## config.mk

```make
export PLATFORM = sky130hd
export DESIGN_NAME = lsuTop
export DESIGN_NICKNAME = d
export VERILOG_FILES = /design/src/common/lsuPkg.sv /design/src/lsu/requestBuilder.sv /design/src/lsu/busSequencer.sv /design/src/lsu/loadAlign.sv /design/src/hdl/lsuTop.sv
export SDC_FILE = /design/constraint.sdc
export NUM_CORES = 1
export LEC_CHECK = 0
export BUFFER_PORTS_ARGS = -buffer_cell sky130_fd_sc_hd__buf_2
export CELL_PAD_IN_SITES_DETAIL_PLACEMENT = 0
export CELL_PAD_IN_SITES_GLOBAL_PLACEMENT = 1
export CORE_ASPECT_RATIO = 0.6
export CORE_UTILIZATION = 34
export DETAILED_ROUTE_END_ITERATION = 12
export PLACE_DENSITY_LB_ADDON = 0.1
export SLEW_MARGIN = 15
export SYNTH_ARGS = -nofsm -noshare
export SYNTH_HDL_FRONTEND = slang
export SYNTH_HIERARCHICAL = 1
export SYNTH_SLANG_ARGS = --single-unit
```

## constraint.sdc

```tcl
create_clock -name clk -period 3.1 [get_ports clk]
set_input_delay 0.31 -clock clk [delete_from_list [all_inputs] [get_ports clk]]
set_output_delay 0.31 -clock clk [all_outputs]
set_load 0.02 [all_outputs]
```

## src/common/lsuPkg.sv

```systemverilog
package lsuPkg;

	////////////////////////////////////////////////////////////////////////////
	// data and bus types
	////////////////////////////////////////////////////////////////////////////

	typedef logic [31:0] word_t; // data or address word
	typedef logic [3:0] strobe_t; // one enable per byte lane
	typedef logic [1:0] busSize_t; // sram-like size code

	// access width as the caller gives it
	typedef enum logic [1:0] {
		memWord = 2'd0,
		memHalf = 2'd1,
		memByte = 2'd2
	} memWidth_t;

	localparam busSize_t sizeByte = 2'd0;
	localparam busSize_t sizeHalf = 2'd1;
	localparam busSize_t sizeWord = 2'd2;

	////////////////////////////////////////////////////////////////////////////
	// exceptions
	////////////////////////////////////////////////////////////////////////////

	typedef logic [4:0] excCode_t;

	localparam excCode_t excAdEL = 5'd4; // address error on load
	localparam excCode_t excAdES = 5'd5; // address error on store

	// kseg0/kseg1 style fixed mapping, top three bits dropped
	localparam word_t defaultPhysMask = 32'h1fffffff;

endpackage

```

## src/lsu/requestBuilder.sv

```systemverilog
`timescale 1ns/1ps

module requestBuilder #(
	parameter lsuPkg::word_t physMask = lsuPkg::defaultPhysMask
) (
	input logic clk,
	input logic reset,
	input logic start,
	input logic busy,
	input logic isStore,
	input lsuPkg::memWidth_t width,
	input logic signExt,
	input lsuPkg::word_t vAddr,
	input lsuPkg::word_t storeData,
	output logic issue,
	output logic reqIsStore,
	output lsuPkg::memWidth_t reqWidth,
	output logic reqSignExt,
	output logic [1:0] reqLane,
	output logic excValid,
	output lsuPkg::excCode_t excCode,
	output lsuPkg::word_t badVAddr,
	output lsuPkg::word_t dataAddr,
	output logic dataWr,
	output lsuPkg::strobe_t dataWstrb,
	output lsuPkg::word_t dataWdata,
	output lsuPkg::busSize_t dataSize
);

	import lsuPkg::*;

	logic accept;
	logic misaligned;
	word_t reqAddr; // virtual address of the held request
	word_t reqData; // raw store data, lanes built below

	assign accept = start && !busy; // starts while busy are dropped

	always_comb begin
		case (width)
			memWord: misaligned = (vAddr[1:0] != 2'b00);
			memHalf: misaligned = vAddr[0];
			default: misaligned = 1'b0; // bytes are always aligned
		endcase
	end

	////////////////////////////////////////////////////////////////////////////
	// request registers
	////////////////////////////////////////////////////////////////////////////

	always_ff @(posedge clk) begin
		if (reset) begin
			issue <= 1'b0;
			excValid <= 1'b0;
			reqIsStore <= 1'b0;
		end else begin
			issue <= accept && !misaligned;
			excValid <= accept && misaligned; // fault goes back, bus untouched
			if (accept)
				reqIsStore <= isStore;
		end
	end

	always_ff @(posedge clk) begin
		if (accept) begin
			reqWidth <= width;
			reqSignExt <= signExt;
			reqAddr <= vAddr;
			reqData <= storeData;
		end
	end

	assign reqLane = reqAddr[1:0];
	assign excCode = reqIsStore ? excAdES : excAdEL;
	assign badVAddr = reqAddr;

	////////////////////////////////////////////////////////////////////////////
	// bus fields
	////////////////////////////////////////////////////////////////////////////

	assign dataAddr = reqAddr & physMask; // fixed virtual to physical map
	assign dataWr = reqIsStore;

	always_comb begin
		case (reqWidth)
			memWord: begin
				dataSize = sizeWord;
				dataWdata = reqData;
				dataWstrb = 4'b1111;
			end
			memHalf: begin
				dataSize = sizeHalf;
				dataWdata = {2{reqData[15:0]}};
				dataWstrb = reqLane[1] ? 4'b1100 : 4'b0011;
			end
			default: begin
				dataSize = sizeByte;
				dataWdata = {4{reqData[7:0]}};
				dataWstrb = 4'b0001 << reqLane; // one-hot by byte offset
			end
		endcase
		if (!reqIsStore)
			dataWstrb = 4'b0000; // loads write nothing
	end

endmodule

```

## src/lsu/busSequencer.sv

```systemverilog
`timescale 1ns/1ps

module busSequencer (
	input logic clk,
	input logic reset,
	input logic issue,
	input logic dataAddrOk,
	input logic dataDataOk,
	output logic busy,
	output logic dataReq,
	output logic capture,
	output logic done
);

	typedef enum logic [1:0] {
		stIdle = 2'd0,
		stAddr = 2'd1, // request held until accepted
		stData = 2'd2  // waiting for read or write data
	} seqState_t;

	seqState_t state;
	seqState_t stateNext;

	////////////////////////////////////////////////////////////////////////////
	// request / address / data phases
	////////////////////////////////////////////////////////////////////////////

	always_comb begin
		stateNext = state;
		case (state)
			stIdle: begin
				if (issue)
					stateNext = stAddr;
			end
			stAddr: begin
				if (dataAddrOk)
					stateNext = stData; // address taken at this edge
			end
			stData: begin
				if (dataDataOk)
					stateNext = stIdle;
			end
			default: stateNext = stIdle;
		endcase
	end

	always_ff @(posedge clk) begin
		if (reset)
			state <= stIdle;
		else
			state <= stateNext;
	end

	assign dataReq = (state == stAddr);
	assign capture = (state == stData) && dataDataOk;

	// issue cycle counts as busy so a start right behind it is dropped
	assign busy = (state != stIdle) || issue;

	always_ff @(posedge clk) begin
		if (reset)
			done <= 1'b0;
		else
			done <= capture; // one cycle, busy already low
	end

endmodule

```

## src/lsu/loadAlign.sv

```systemverilog
`timescale 1ns/1ps

module loadAlign (
	input logic clk,
	input logic reset,
	input logic capture,
	input logic reqIsStore,
	input lsuPkg::memWidth_t reqWidth,
	input logic reqSignExt,
	input logic [1:0] reqLane,
	input lsuPkg::word_t dataRdata,
	output lsuPkg::word_t loadData
);

	import lsuPkg::*;

	logic [15:0] halfSel;
	logic [7:0] byteSel;
	word_t extended;

	assign halfSel = reqLane[1] ? dataRdata[31:16] : dataRdata[15:0];

	always_comb begin
		case (reqLane)
			2'd0: byteSel = dataRdata[7:0];
			2'd1: byteSel = dataRdata[15:8];
			2'd2: byteSel = dataRdata[23:16];
			default: byteSel = dataRdata[31:24];
		endcase
	end

	// sign or zero fill above the selected lane
	always_comb begin
		case (reqWidth)
			memWord: extended = dataRdata;
			memHalf: extended = {{16{reqSignExt & halfSel[15]}}, halfSel};
			default: extended = {{24{reqSignExt & byteSel[7]}}, byteSel};
		endcase
	end

	always_ff @(posedge clk) begin
		if (reset)
			loadData <= '0;
		else if (capture && !reqIsStore)
			loadData <= extended; // stores keep the last load value
	end

endmodule

```

## src/hdl/lsuTop.sv

```systemverilog
`timescale 1ns/1ps

module lsuTop #(
	parameter lsuPkg::word_t physMask = lsuPkg::defaultPhysMask
) (
	input logic clk,
	input logic reset,

	// caller side
	input logic start,
	input logic isStore,
	input lsuPkg::memWidth_t width,
	input logic signExt,
	input lsuPkg::word_t vAddr,
	input lsuPkg::word_t storeData,
	output logic busy,
	output logic done,
	output lsuPkg::word_t loadData,
	output logic excValid,
	output lsuPkg::excCode_t excCode,
	output lsuPkg::word_t badVAddr,

	// sram-like data bus
	output logic dataReq,
	output logic dataWr,
	output lsuPkg::busSize_t dataSize,
	output lsuPkg::word_t dataAddr,
	output lsuPkg::strobe_t dataWstrb,
	output lsuPkg::word_t dataWdata,
	input lsuPkg::word_t dataRdata,
	input logic dataAddrOk,
	input logic dataDataOk
);

	import lsuPkg::*;

	logic issue; // one cycle, aligned request ready
	logic capture; // read data sampled this cycle
	logic reqIsStore;
	memWidth_t reqWidth;
	logic reqSignExt;
	logic [1:0] reqLane; // byte offset within the word

	requestBuilder #(
		.physMask(physMask)
	) u_requestBuilder (
		.clk(clk),
		.reset(reset),
		.start(start),
		.busy(busy),
		.isStore(isStore),
		.width(width),
		.signExt(signExt),
		.vAddr(vAddr),
		.storeData(storeData),
		.issue(issue),
		.reqIsStore(reqIsStore),
		.reqWidth(reqWidth),
		.reqSignExt(reqSignExt),
		.reqLane(reqLane),
		.excValid(excValid),
		.excCode(excCode),
		.badVAddr(badVAddr),
		.dataAddr(dataAddr),
		.dataWr(dataWr),
		.dataWstrb(dataWstrb),
		.dataWdata(dataWdata),
		.dataSize(dataSize)
	);

	busSequencer u_busSequencer (
		.clk(clk),
		.reset(reset),
		.issue(issue),
		.dataAddrOk(dataAddrOk),
		.dataDataOk(dataDataOk),
		.busy(busy),
		.dataReq(dataReq),
		.capture(capture),
		.done(done)
	);

	loadAlign u_loadAlign (
		.clk(clk),
		.reset(reset),
		.capture(capture),
		.reqIsStore(reqIsStore),
		.reqWidth(reqWidth),
		.reqSignExt(reqSignExt),
		.reqLane(reqLane),
		.dataRdata(dataRdata),
		.loadData(loadData)
	);

endmodule

```

# [Word-level counts from Yosys, hierarchy flattened]
# Index checks and enable logic that the tools add are counted.
[totals] reg_bits=105 elab_cells=52 n_memories=0 latchBits=0 ramBits=0 romBits=0 output_inout_bits=144
[op_classes] shifts=1 mul=0 muxes=14 div=0 addsub=0 n_eq_ne=9 order_cmp=0 n_reduce_logical=16 n_bitwise=2
[op_table] cell="$pmux W32 S2" n=2
[op_table] cell="$pmux W8 S3" n=1
[op_table] cell="$mux W16" n=1
[op_table] cell="$eq A2 B1 Y1 const B" n=4
[op_table] cell="$logic_not A2 Y1" n=4
[op_table] cell="$mux W4" n=2
[op_table] cell="$pmux W4 S2" n=1
[op_table] cell="$mux W2" n=3
[op_table] cell="$pmux W2 S3" n=1
[op_table] cell="$logic_and A1 B1 Y1" n=5
[op_table] cell="$eq A2 B2 Y1 const B" n=2
[op_table] cell="$ne A2 B2 Y1 const B" n=2
[op_table] cell="$pmux W2 S2" n=1
[op_table] cell="$reduce_bool A2 Y1" n=2
[op_table] cell="$shl A1 B2 Y4 const A" n=1
[op_table] cell="$logic_not A1 Y1" n=3
[op_table] cell="$reduce_and A3 Y1" n=1
[op_table] cell="$and A1 B1 Y1" n=2
[op_table] cell="$ne A2 B1 Y1 const B" n=1
[op_table] cell="$pmux W1 S2" n=1
[op_table] cell="$logic_or A1 B1 Y1" n=1
[op_table] cell="$mux W1" n=1

# [Depth between registers and ports, before layout]
# Gate-level depths: netlist of the first run.
[logic_depth] word_depth=5 ltp_mapped=7 ltp_nobuf=5

# [By module]
# Netlist of the first run, hierarchy kept.
[by_module_without_submodules] module="requestBuilder" cells_each=196 n_inst=1 area_each_um2=2956.6
[by_module_without_submodules] module="loadAlign" cells_each=193 n_inst=1 area_each_um2=1682.9
[by_module_without_submodules] module="busSequencer" cells_each=12 n_inst=1 area_each_um2=127.6

# [Worst setup path before layout of the first run]
# No wires, ideal clock.
[synth_path] kind="register -> register" startpoint="reg u_busSequencer.state[1]" endpoint="reg u_requestBuilder.reqAddr[0] (netlist: u_requestBuilder/badVAddr[0]) (enable)" synth_period_minus_slack_ns=2.843 required_time_ns=2.678 path_slack_ns=0.257 setup_ns=0.422 arrival_time_ns=2.421 stages_incl_launch_ff=4 path_cell_list="dfxtp_1 -> or3_2 -> nand2b_1 -> inv_1"
[synth_via] elab_chain_len=4
[synth_rtl] item="start, declared" line="busSequencer.sv:21" rtl="seqState_t state;"
[synth_rtl] item="start signal, assigned" line="busSequencer.sv:49" rtl="state <= stIdle;"
[synth_rtl] item="start signal, assigned" line="busSequencer.sv:51" rtl="state <= stateNext;"
[synth_rtl] item="$reduce_bool A2 Y1" line="busSequencer.sv:58" rtl="assign busy = (state != stIdle) || issue;"
[synth_rtl] item="$logic_or A1 B1 Y1" line="busSequencer.sv:58"
[synth_rtl] item="net busy" line="lsuTop.sv:16" rtl="output logic busy,"
[synth_rtl] item="$logic_not A1 Y1" line="requestBuilder.sv:37" rtl="assign accept = start && !busy;"
[synth_rtl] item="$logic_and A1 B1 Y1" line="requestBuilder.sv:37"
[synth_rtl] item="net u_requestBuilder.accept" line="requestBuilder.sv:32" rtl="logic accept;"
[synth_rtl] item="end signal, assigned" line="requestBuilder.sv:68" rtl="reqAddr <= vAddr;"
[synth_rtl] item="end, declared" line="requestBuilder.sv:34" rtl="word_t reqAddr;"
# The timed path passes the listed nets, and every way through them passes these cells.
# A chain may end at the register's enable or synchronous reset.

# [Worst setup path after layout of the first run]
[layout_path] startpoint="reg u_requestBuilder.reqWidth[0]" endpoint="out dataWdata[16]"
[layout_via] elab_chain_len=2
[layout_rtl] item="start, declared" line="requestBuilder.sv:17" rtl="output lsuPkg::memWidth_t reqWidth,"
[layout_rtl] item="start signal, assigned" line="requestBuilder.sv:66" rtl="reqWidth <= width;"
[layout_rtl] item="$eq A2 B1 Y1 or $logic_not A2 Y1 (tied branches)" line="requestBuilder.sv:85" rtl="case (reqWidth)"
[layout_rtl] item="$pmux W32 S2 (*)" line="requestBuilder.sv:85"
[layout_rtl] item="end, declared" line="lsuTop.sv:29" rtl="output lsuPkg::word_t dataWdata,"
# Every way passes the cells marked *; elsewhere a longest branch is shown, timed or not.

==> qor.yml, run 1 <==
dp_hpwl_um: 10500
synth.yosys.warnings: 6
layout_min_cycle_time_ps: 2250
dieHeight_um: 93.7
postRouteWirelength_um: 13600
crit_type: "reg2out"
inserted_clock_buffers: 9
htree_num_levels: 3
p_per_area_mw_per_mm2: 557
path_cells: "buf_4, nor2_8, mux2_2, buf_2"
count_of_unresolved_drc_violations_after_routing: 1
p_leak_nw: 2.68
finalHoldViolations: 0
gr-total-overflow: 0
placed_cells_incl_taps: 777
critical-path-max-stage-delay_ps: 500
grt_pass1_wl_um: 19900
kind_of_end_point_of_the_critical_path: "output pin"
total_power_mw: 3.40
critPathRequiredTime_ps: 2790
critical_path_arrival_ps: 1940
final.period_utilization_pct: 72.6
fin_setup_tns_ps: 0
final_area_mm2: 0.00611
drive_above_1_share_pct: 48.9
holdBufCountCts: 0
route.vias.total: 3733
gr-usage-all-layers_pct: 18.5
syn_inst: 401
clk_path_buf_depth: 2
clock_tree.root_cell: "clkbuf_16"
worstMarginPinSlew_ps: 814
maxSlewViolCount: 0
placeableCoreArea_mm2: 0.0137
synth-async-reset-ratio_pct: 0
pre_cts_ws_ps: 885
worst_clock_skew_ps: 4.50
post_synth.cell_area_avg_um2: 11.9
grt_setup_unrepaired: "false"
top_level_port_count: 249
synth_flop_cell: "edfxtp_1"
routabilityCongestion: 0.790
final.setup.worst_slack_ps: 851
chipWidth_um: 155
first_pass_iters: 8
placement.cell_area_mm2: 0.00581
initial_antenna_violation_count: 1
drt_iter0_drc: 248
run_status: "finished with violations"
maxCapViolations: 0
diodes: 0
final_net_count: 701
maximum_number_of_pins_on_one_net_before_global_route_repair: 38
synth_sequential_area_ratio_pct: 58.2
synthDistinctLibCells: 50
clock_transition_at_the_registers_of_the_reported_paths_ps: 70
route.detailed.vias_per_inst: 4.71
min_path_type: "in2reg"
tritoncts_clock_tree: "done"
post-cts-setup-buffer-count: 0
timing.critical_path.slowest_stage_cell: "edfxtp_1"
vias_in_the_first_global_route: 3449
number_of_synthesized_register_bits: 105
final_antenna_net_count: 0
violations: "design-rule violations"
start_kind: "flop"
layoutNonFillerInstCount: 793
cts_num_sinks: 105
post_drt_wl_per_cell_um: 17.2
setup_violations: 0
synth.cell_area_mm2: 0.00477
die_area_mm2: 0.0145
flow.area_growth_from_synthesis_pct: 28.2
timing.max_slew.rel_slack_pct: 45.3
synth_edf_count: 67
start_util_pct: 34.9
path_max_fanout: 13
cts_resized: 0
worst_ir_drop_vdd_v: 0.000251
max_clock_freq_mhz: 445
clock_latency_on_the_worst_skew_pair_ps: 340
port_buffers: 241
fp-row-count: 33
==> cells in the final DEF, fill, tap and decap left out, types with 9 or more instances in the layout <==
cell type and count:
inv_1 13, dfxtp_1 38, o21ai_0 19, nor2_1 30, a211oi_2 10, nand2_1 29
mux2i_1 11, buf_2 241, edfxtp_1 67, clkbuf_16 9, a211oi_1 15
==> flip-flops by register name, indices dropped and copies added, names as in the netlist <==
signal,count
u_requestBuilder/reqSignExt,1
u_requestBuilder/badVAddr,32
u_requestBuilder/reqWidth,2
u_loadAlign/loadData,32
u_requestBuilder/issue,1
u_busSequencer/done,1
u_requestBuilder/reqData,32
u_busSequencer/state,2
u_requestBuilder/dataWr,1
u_requestBuilder/excValid,1
==> Yosys cell counts (2+ instances only) <==
library cell  count  share of area (%)
a221oi_1          5               0.92
buf_2             2               0.21
nand2b_1          5               0.66
a31oi_1           8                1.0
nor2_1           30                2.4
a211oi_2         10                2.6
mux2i_1          11                2.3
o32ai_1           5               0.92
a311oi_1          2               0.37
a21oi_1           7               0.73
mux2_2            4               0.94
dfxtp_1          38                 16
buf_1             2               0.16
conb_1            2               0.16
o21ai_0          19                2.0
buf_4            50                7.9
nor3_1            8               0.84
a211oi_1         15                2.4
inv_1            14                1.1
nor2b_1           6               0.79
edfxtp_1         67                 42
o31ai_1           5               0.79
clkbuf_1         12               0.94
buf_6             2               0.47
nand2_1          29                2.3
buf_12            2               0.84
mux2_4            5                1.6
and3_1            8                1.0
a22oi_1           6               0.94
nand3b_1          2               0.31
==> metal layers <==
layer | up-vias | track usage [%] | wire [um]
met4 | 2 | 4.79 | 60
met5 | - | 0 | 13
li1 | 1799 | - | -
met2 | 149 | 27.6 | 5990
met1 | 1773 | 26.2 | 6620
met3 | 10 | 5.35 | 933
==> metrics by stage <==
stage | hold WS, ps | utilization (%)
global route | 109 | 44.7
finish | 134 | 44.7
detailed placement | 485 | 42.5
CTS | 117 | 44.7
global placement | 466 | 42.5
floorplan | 379 | -
==> logic make-up after synthesis <==
group | count (synthesis) | synth area share [%]
DFF | 105 | 58.2
and+or+nand+nor | 99 | 10.3
other | 2 | 0.158
buffers and inverters | 84 | 11.6
AOI/OAI and AO/OA | 90 | 14.5
muxes | 21 | 5.30
==> critical path: cells and delay by family (launching register included) <==
kind                   cells  cell delay [ps]
buffers and inverters      2              420
flip-flops                 1              500
multiplexers               1              370
AND/OR/NAND/NOR            1              290
==> area by class of cell <==
class | instances | area, um2
Multi-Input combinational cell | 217 | 1460
Fill cell | 1350 | 7560
Clock inverter | 6 | 75.1
Timing Repair Buffer | 249 | 1280
Clock buffer | 10 | 229
Inverter | 14 | 52.6
Sequential cell | 105 | 2770
Tap cell | 192 | 240
==> power by group <==
| part | switching (mW) | leakage (nW) | internal [mW] |
|---|---|---|---|
| Combinational | 0.395 | 1.59 | 0.213 |
| Clock | 0.523 | 0.145 | 0.639 |
| Sequential | 0.0489 | 0.950 | 1.59 |
| Total | 0.967 | 2.68 | 2.44 |
==> worst paths after layout <==
check	start	slack (ps)	to	cells after the start
hold reg to reg	u_loadAlign/loadData[18]	490	u_loadAlign/loadData[18]	2
hold / removal	vAddr[15]	130	u_requestBuilder/badVAddr[15]	1
setup reg to reg	u_requestBuilder/badVAddr[0]	880	u_loadAlign/loadData[22]	4
setup / recovery	u_requestBuilder/reqWidth[0]	850	dataWdata[16]	4
Power figures use the tool's default switching activity.
==> run 2: changes to the inputs <==
CORE_UTILIZATION = 30   (was 34)
clock period = 1.8 ns   (was 3.1 ns; I/O delays follow)
==> run 2 against run 1 <==
Effect of this change: the flow finishes with violations (negative setup slack); combinational power is 120% higher; largest power group unchanged; sequential power is 71% higher; routed wire length is 9.0% higher; clock skew is 4.5 ps higher.
==> qor.yml, run 2 (synthesis gave the netlist of run 1 again) <==
setup_violations: 10
critical_path_arrival_ps: 1650
timing.max_slew.rel_slack_pct: 65.0
finalHoldViolations: 0
cts_num_sinks: 105
net_sw_share_pct: 29.2
p_per_area_mw_per_mm2: 848
switching_power_mw: 1.76
grt_pass1_wl_um: 22200
clock_power_share_pct: 31.7
power.share.combinational_pct: 22.0
grt_setup_unrepaired: "true"
placement.cell_area_mm2: 0.00598
drt_iter0_drc: 266
crit_type: "reg2out"
final.setup.worst_slack_ps: -29.3
initial_antenna_violation_count: 0
count_of_unresolved_drc_violations_after_routing: 0
fin_setup_tns_ps: -213
clock_transition_at_the_registers_of_the_reported_paths_ps: 80
clock_tree.root_cell: "clkbuf_16"
pre_cts_ws_ps: -6.95
routabilityCongestion: 0.822
vias_in_the_first_global_route: 3985
gr-usage-all-layers_pct: 18.1
worst_clock_skew_ps: 9.02
run_status: "finished with violations"
start_kind: "flop"
tritoncts_clock_tree: "done"
final_net_count: 786
kind_of_end_point_of_the_critical_path: "output pin"
maxCapViolations: 0
chipWidth_um: 165
layout_commonest_cell: "buf_2"
worst_ir_drop_vdd_v: 0.000388
drive_above_1_share_pct: 48.4
start_util_pct: 30.9
fp-row-count: 35
dieHeight_um: 99.6
die_area_mm2: 0.0164
route.detailed.vias_per_inst: 4.58
route.vias.total: 4076
final_area_mm2: 0.00712
flow.area_growth_from_synthesis_pct: 49.3
final_antenna_net_count: 0
num-fill-cells: 1517
path_max_fanout: 5
final.period_utilization_pct: 102
maxSlewViolCount: 0
first_pass_iters: 4
layout_min_cycle_time_ps: 1830
max_clock_freq_mhz: 547
top_level_port_count: 249
inserted_clock_buffers: 9
violations: "negative setup slack"
cell_internal_pwr_mw: 4.27
pwr-share-seq_pct: 46.3
critPathRequiredTime_ps: 1620
maximum_number_of_pins_on_one_net_before_global_route_repair: 33
finish.utilization_pct: 46.2
placeableCoreArea_mm2: 0.0154
diodes: 0
postRouteWirelength_um: 14800
clock_latency_on_the_worst_skew_pair_ps: 350
htree_num_levels: 3
hold-worst-slack_ps: 13.0
worstMarginPinSlew_ps: 522
min_path_type: "in2reg"
dp_hpwl_um: 11100
port_buffers: 241
whs_path_depth: 1
gr-total-overflow: 0
p_leak_nw: 3.12
clk_path_buf_depth: 2
mostFrequentLayoutCells: "226 x buf_2, 67 x edfxtp_1, 58 x dlygate4sd3_1"
reg2regPathDepth: 6
post_drt_wl_per_cell_um: 16.7
run 2: worst paths after layout:
check / endpoint / slack [ps] / start
max reg2reg: u_loadAlign/loadData[17] / 60 / u_requestBuilder/badVAddr[0]
min: u_requestBuilder/reqData[4] / 10 / storeData[4]
min reg2reg: u_busSequencer/state[0] / 470 / u_busSequencer/state[1]
max: dataWdata[18] / -30 / u_requestBuilder/reqWidth[1]
run 2: metal layers:
| metal | up-vias | wire, um | global-route usage (%) |
|---|---|---|---|
| li1 | 1970 | - | - |
| met3 | 9 | 1190 | 5.59 |
| met2 | 159 | 6480 | 26.9 |
| met5 | - | 0 | 0 |
| met1 | 1938 | 7110 | 25.4 |
| met4 | 0 | 70 | 4.09 |
run 2: per-stage QoR:
stage | instances | power [mW]
finish | 889 | 6.04
global placement | 803 | 3.97
floorplan | 406 | 3.59
global route | 889 | 6.30
detailed placement | 803 | 3.97
CTS | 887 | 6.10
run 2: final cells by class:
cell class                      instances  area [um2]  area share, %
Clock buffer                           10         229           3.22
Clock inverter                          6        57.6          0.808
Inverter                               14        56.3          0.791
Multi-Input combinational cell        217        1520           21.3
Sequential cell                       105        2780           39.0
Tap cell                              203         254           3.57
Timing Repair Buffer                  334        2230           31.3
run 2: power by group through the flow:
stage               Combinational [mW]  Sequential (mW)  Clock, mW
floorplan                        0.649             2.94          0
global placement                  1.12             2.85          0
detailed placement                1.12             2.85          0
CTS                               1.31             2.80       1.99
global route                      1.43             2.81       2.06
finish                            1.33             2.79       1.92
run 2: worst max-delay path, cell delays in order, from the launching register on:
cell	delay, ps
edfxtp_1	460
buf_12	170
nor2_8	100
buf_12	130
mux2_4	300
buf_6	130
run 2: what timing repair did:
item / 4_1_cts / 5_1_grt
endpoints found under the setup margin: 22 / 59
setup buffers: 9 / 2
endpoints found under the hold margin: 58 / 0
pin swaps: 2 / 4
gates resized for setup: 29 / 20
cloned: 1 / 1
hold buffers: 58 / 0
==> run 3: changes to the inputs <==
CORE_ASPECT_RATIO = 2   (was 0.6)
CORE_MARGIN = 5   (was unset)
CORE_UTILIZATION = 34   (was 30)
clock period = 1.85 ns   (was 1.8 ns; I/O delays follow)
==> run 3 against run 2 <==
Effect of this change: the flow now finishes without violations; power shrank 4.9%; combinational power is 9.8% lower; die area up 1.3%; cell area is 5.8% lower; register-to-register slack better by 60 ps; global-route usage shrank 0.58 points; clock-buffer cell count unchanged; sequential cell count did not move; critical path depth stayed put; routed wire length grew 0.90%; critical path type unchanged; largest cell class unchanged; largest power group unchanged.
==> qor.yml, run 3 (synthesis gave the netlist of run 1 again) <==
run_status: "finished, final reports clean"
top_level_port_count: 249
placeableCoreArea_mm2: 0.0138
clock_latency_on_the_worst_skew_pair_ps: 340
cts_num_sinks: 105
hold-worst-slack_ps: 17.7
maxCapViolations: 0
gr-usage-all-layers_pct: 17.5
flow.area_growth_from_synthesis_pct: 40.7
final_net_count: 757
layout_min_cycle_time_ps: 1840
grt_setup_unrepaired: "true"
crit_type: "reg2out"
count_of_unresolved_drc_violations_after_routing: 0
switching_power_mw: 1.67
final_antenna_net_count: 0
mostFrequentLayoutCells: "230 x buf_2, 67 x edfxtp_1, 36 x dfxtp_1"
worst_ir_drop_vdd_v: 0.000577
first_pass_iters: 4
layoutNonFillerInstCount: 847
start_kind: "flop"
worst_clock_skew_ps: 6.18
setup_violations: 0
post_drt_wl_per_cell_um: 17.7
htree_num_levels: 3
pwr-share-seq_pct: 47.4
gr-total-overflow: 0
start_util_pct: 34.5
chipWidth_um: 93.7
clock_transition_at_the_registers_of_the_reported_paths_ps: 70
placed_cells_incl_taps: 791
initial_antenna_violation_count: 0
route.vias.total: 3950
inserted_clock_buffers: 9
route.detailed.vias_per_inst: 4.66
fp-row-count: 61
clock_tree.root_cell: "clkbuf_16"
port_buffers: 241
min_path_type: "in2reg"
max_clock_freq_mhz: 544
final.period_utilization_pct: 99.3
path_max_fanout: 7
postRouteWirelength_um: 15000
tritoncts_clock_tree: "done"
finalHoldViolations: 0
p_leak_nw: 2.95
net_sw_share_pct: 29.1
routabilityCongestion: 0.834
power.share.combinational_pct: 20.8
clk_path_buf_depth: 2
grt_pass1_wl_um: 22200
layout_commonest_cell: "buf_2"
drive_above_1_share_pct: 48.9
kind_of_end_point_of_the_critical_path: "output pin"
critical_path_arrival_ps: 1650
p_per_area_mw_per_mm2: 856
dp_hpwl_um: 11600
vias_in_the_first_global_route: 4169
dieHeight_um: 177
drt_iter0_drc: 107
maximum_number_of_pins_on_one_net_before_global_route_repair: 54
die_area_mm2: 0.0166
cell_internal_pwr_mw: 4.07
critPathRequiredTime_ps: 1660
clock_power_share_pct: 31.7
maxSlewViolCount: 0
-- run 3: timing repair --
item	4_1_cts	5_1_grt
gates resized for setup	1	26
endpoints found under the hold margin	17	16
pin swaps	1	1
buffers inserted	4	2
hold buffers	17	16
endpoints found under the setup margin	9	17
cloned	0	0
-- run 3: area by class of cell --
cell class                 count  area [um2]
fill                        1325        7110
timing repair buffer         305        1880
multi-input combinational    217        1480
antenna                        1        2.50
inverter                      14        56.3
clock buffer                  10         229
clock inverter                 6        51.3
sequential                   105        2780
tap                          189         236
-- run 3: power groups by stage --
stage | clock (mW) | combinational [mW] | sequential (mW)
2_1_floorplan | 0 | 0.630 | 2.87
3_3_place_gp | 0 | 1.09 | 2.78
3_5_place_dp | 0 | 1.09 | 2.78
4_1_cts | 1.89 | 1.14 | 2.73
5_1_grt | 1.99 | 1.28 | 2.74
6_report | 1.82 | 1.20 | 2.72
-- run 3: final timing paths --
| path | slack (ps) | end | start | depth (start not counted) |
|---|---|---|---|---|
| min | 20 | u_requestBuilder/badVAddr[9] | vAddr[9] | 1 |
| max | 10 | dataWdata[17] | u_requestBuilder/reqWidth[0] | 5 |
| min reg2reg | 470 | u_busSequencer/state[0] | u_busSequencer/state[1] | 1 |
| max reg2reg | 120 | u_loadAlign/loadData[7] | u_requestBuilder/badVAddr[0] | 4 |
-- run 3: layer usage --
layer | share of wire (%) | up-vias | routed length [um] | track usage [%]
met5 | 0 | - | 0 | 0
met4 | 2.1 | 0 | 310 | 5.97
met3 | 8.3 | 19 | 1250 | 5.69
met2 | 56 | 188 | 8370 | 33.2
met1 | 34 | 1833 | 5050 | 17.3
li1 | - | 1910 | - | -
-- run 3: through the flow --
stage	utilization, %	power (mW)	area (um2)	setup TNS, ps	setup WS [ps]
after floorplan	-	3.50	4800	-11990	-158
after global placement	43.1	3.87	5960	0	96.6
after detailed placement	43.1	3.87	5960	0	80.8
after CTS	46.7	5.76	6460	0	3.14
after global routing	48.5	6.01	6710	-239	-42.9
final	48.6	5.74	6710	0	13.4
-- run 3: worst max-delay path, stage by stage, from the launching register on --
cell	delay (ps)
edfxtp_1	400
buf_6	170
nor2_8	120
buf_12	130
mux2_2	350
buf_6	140
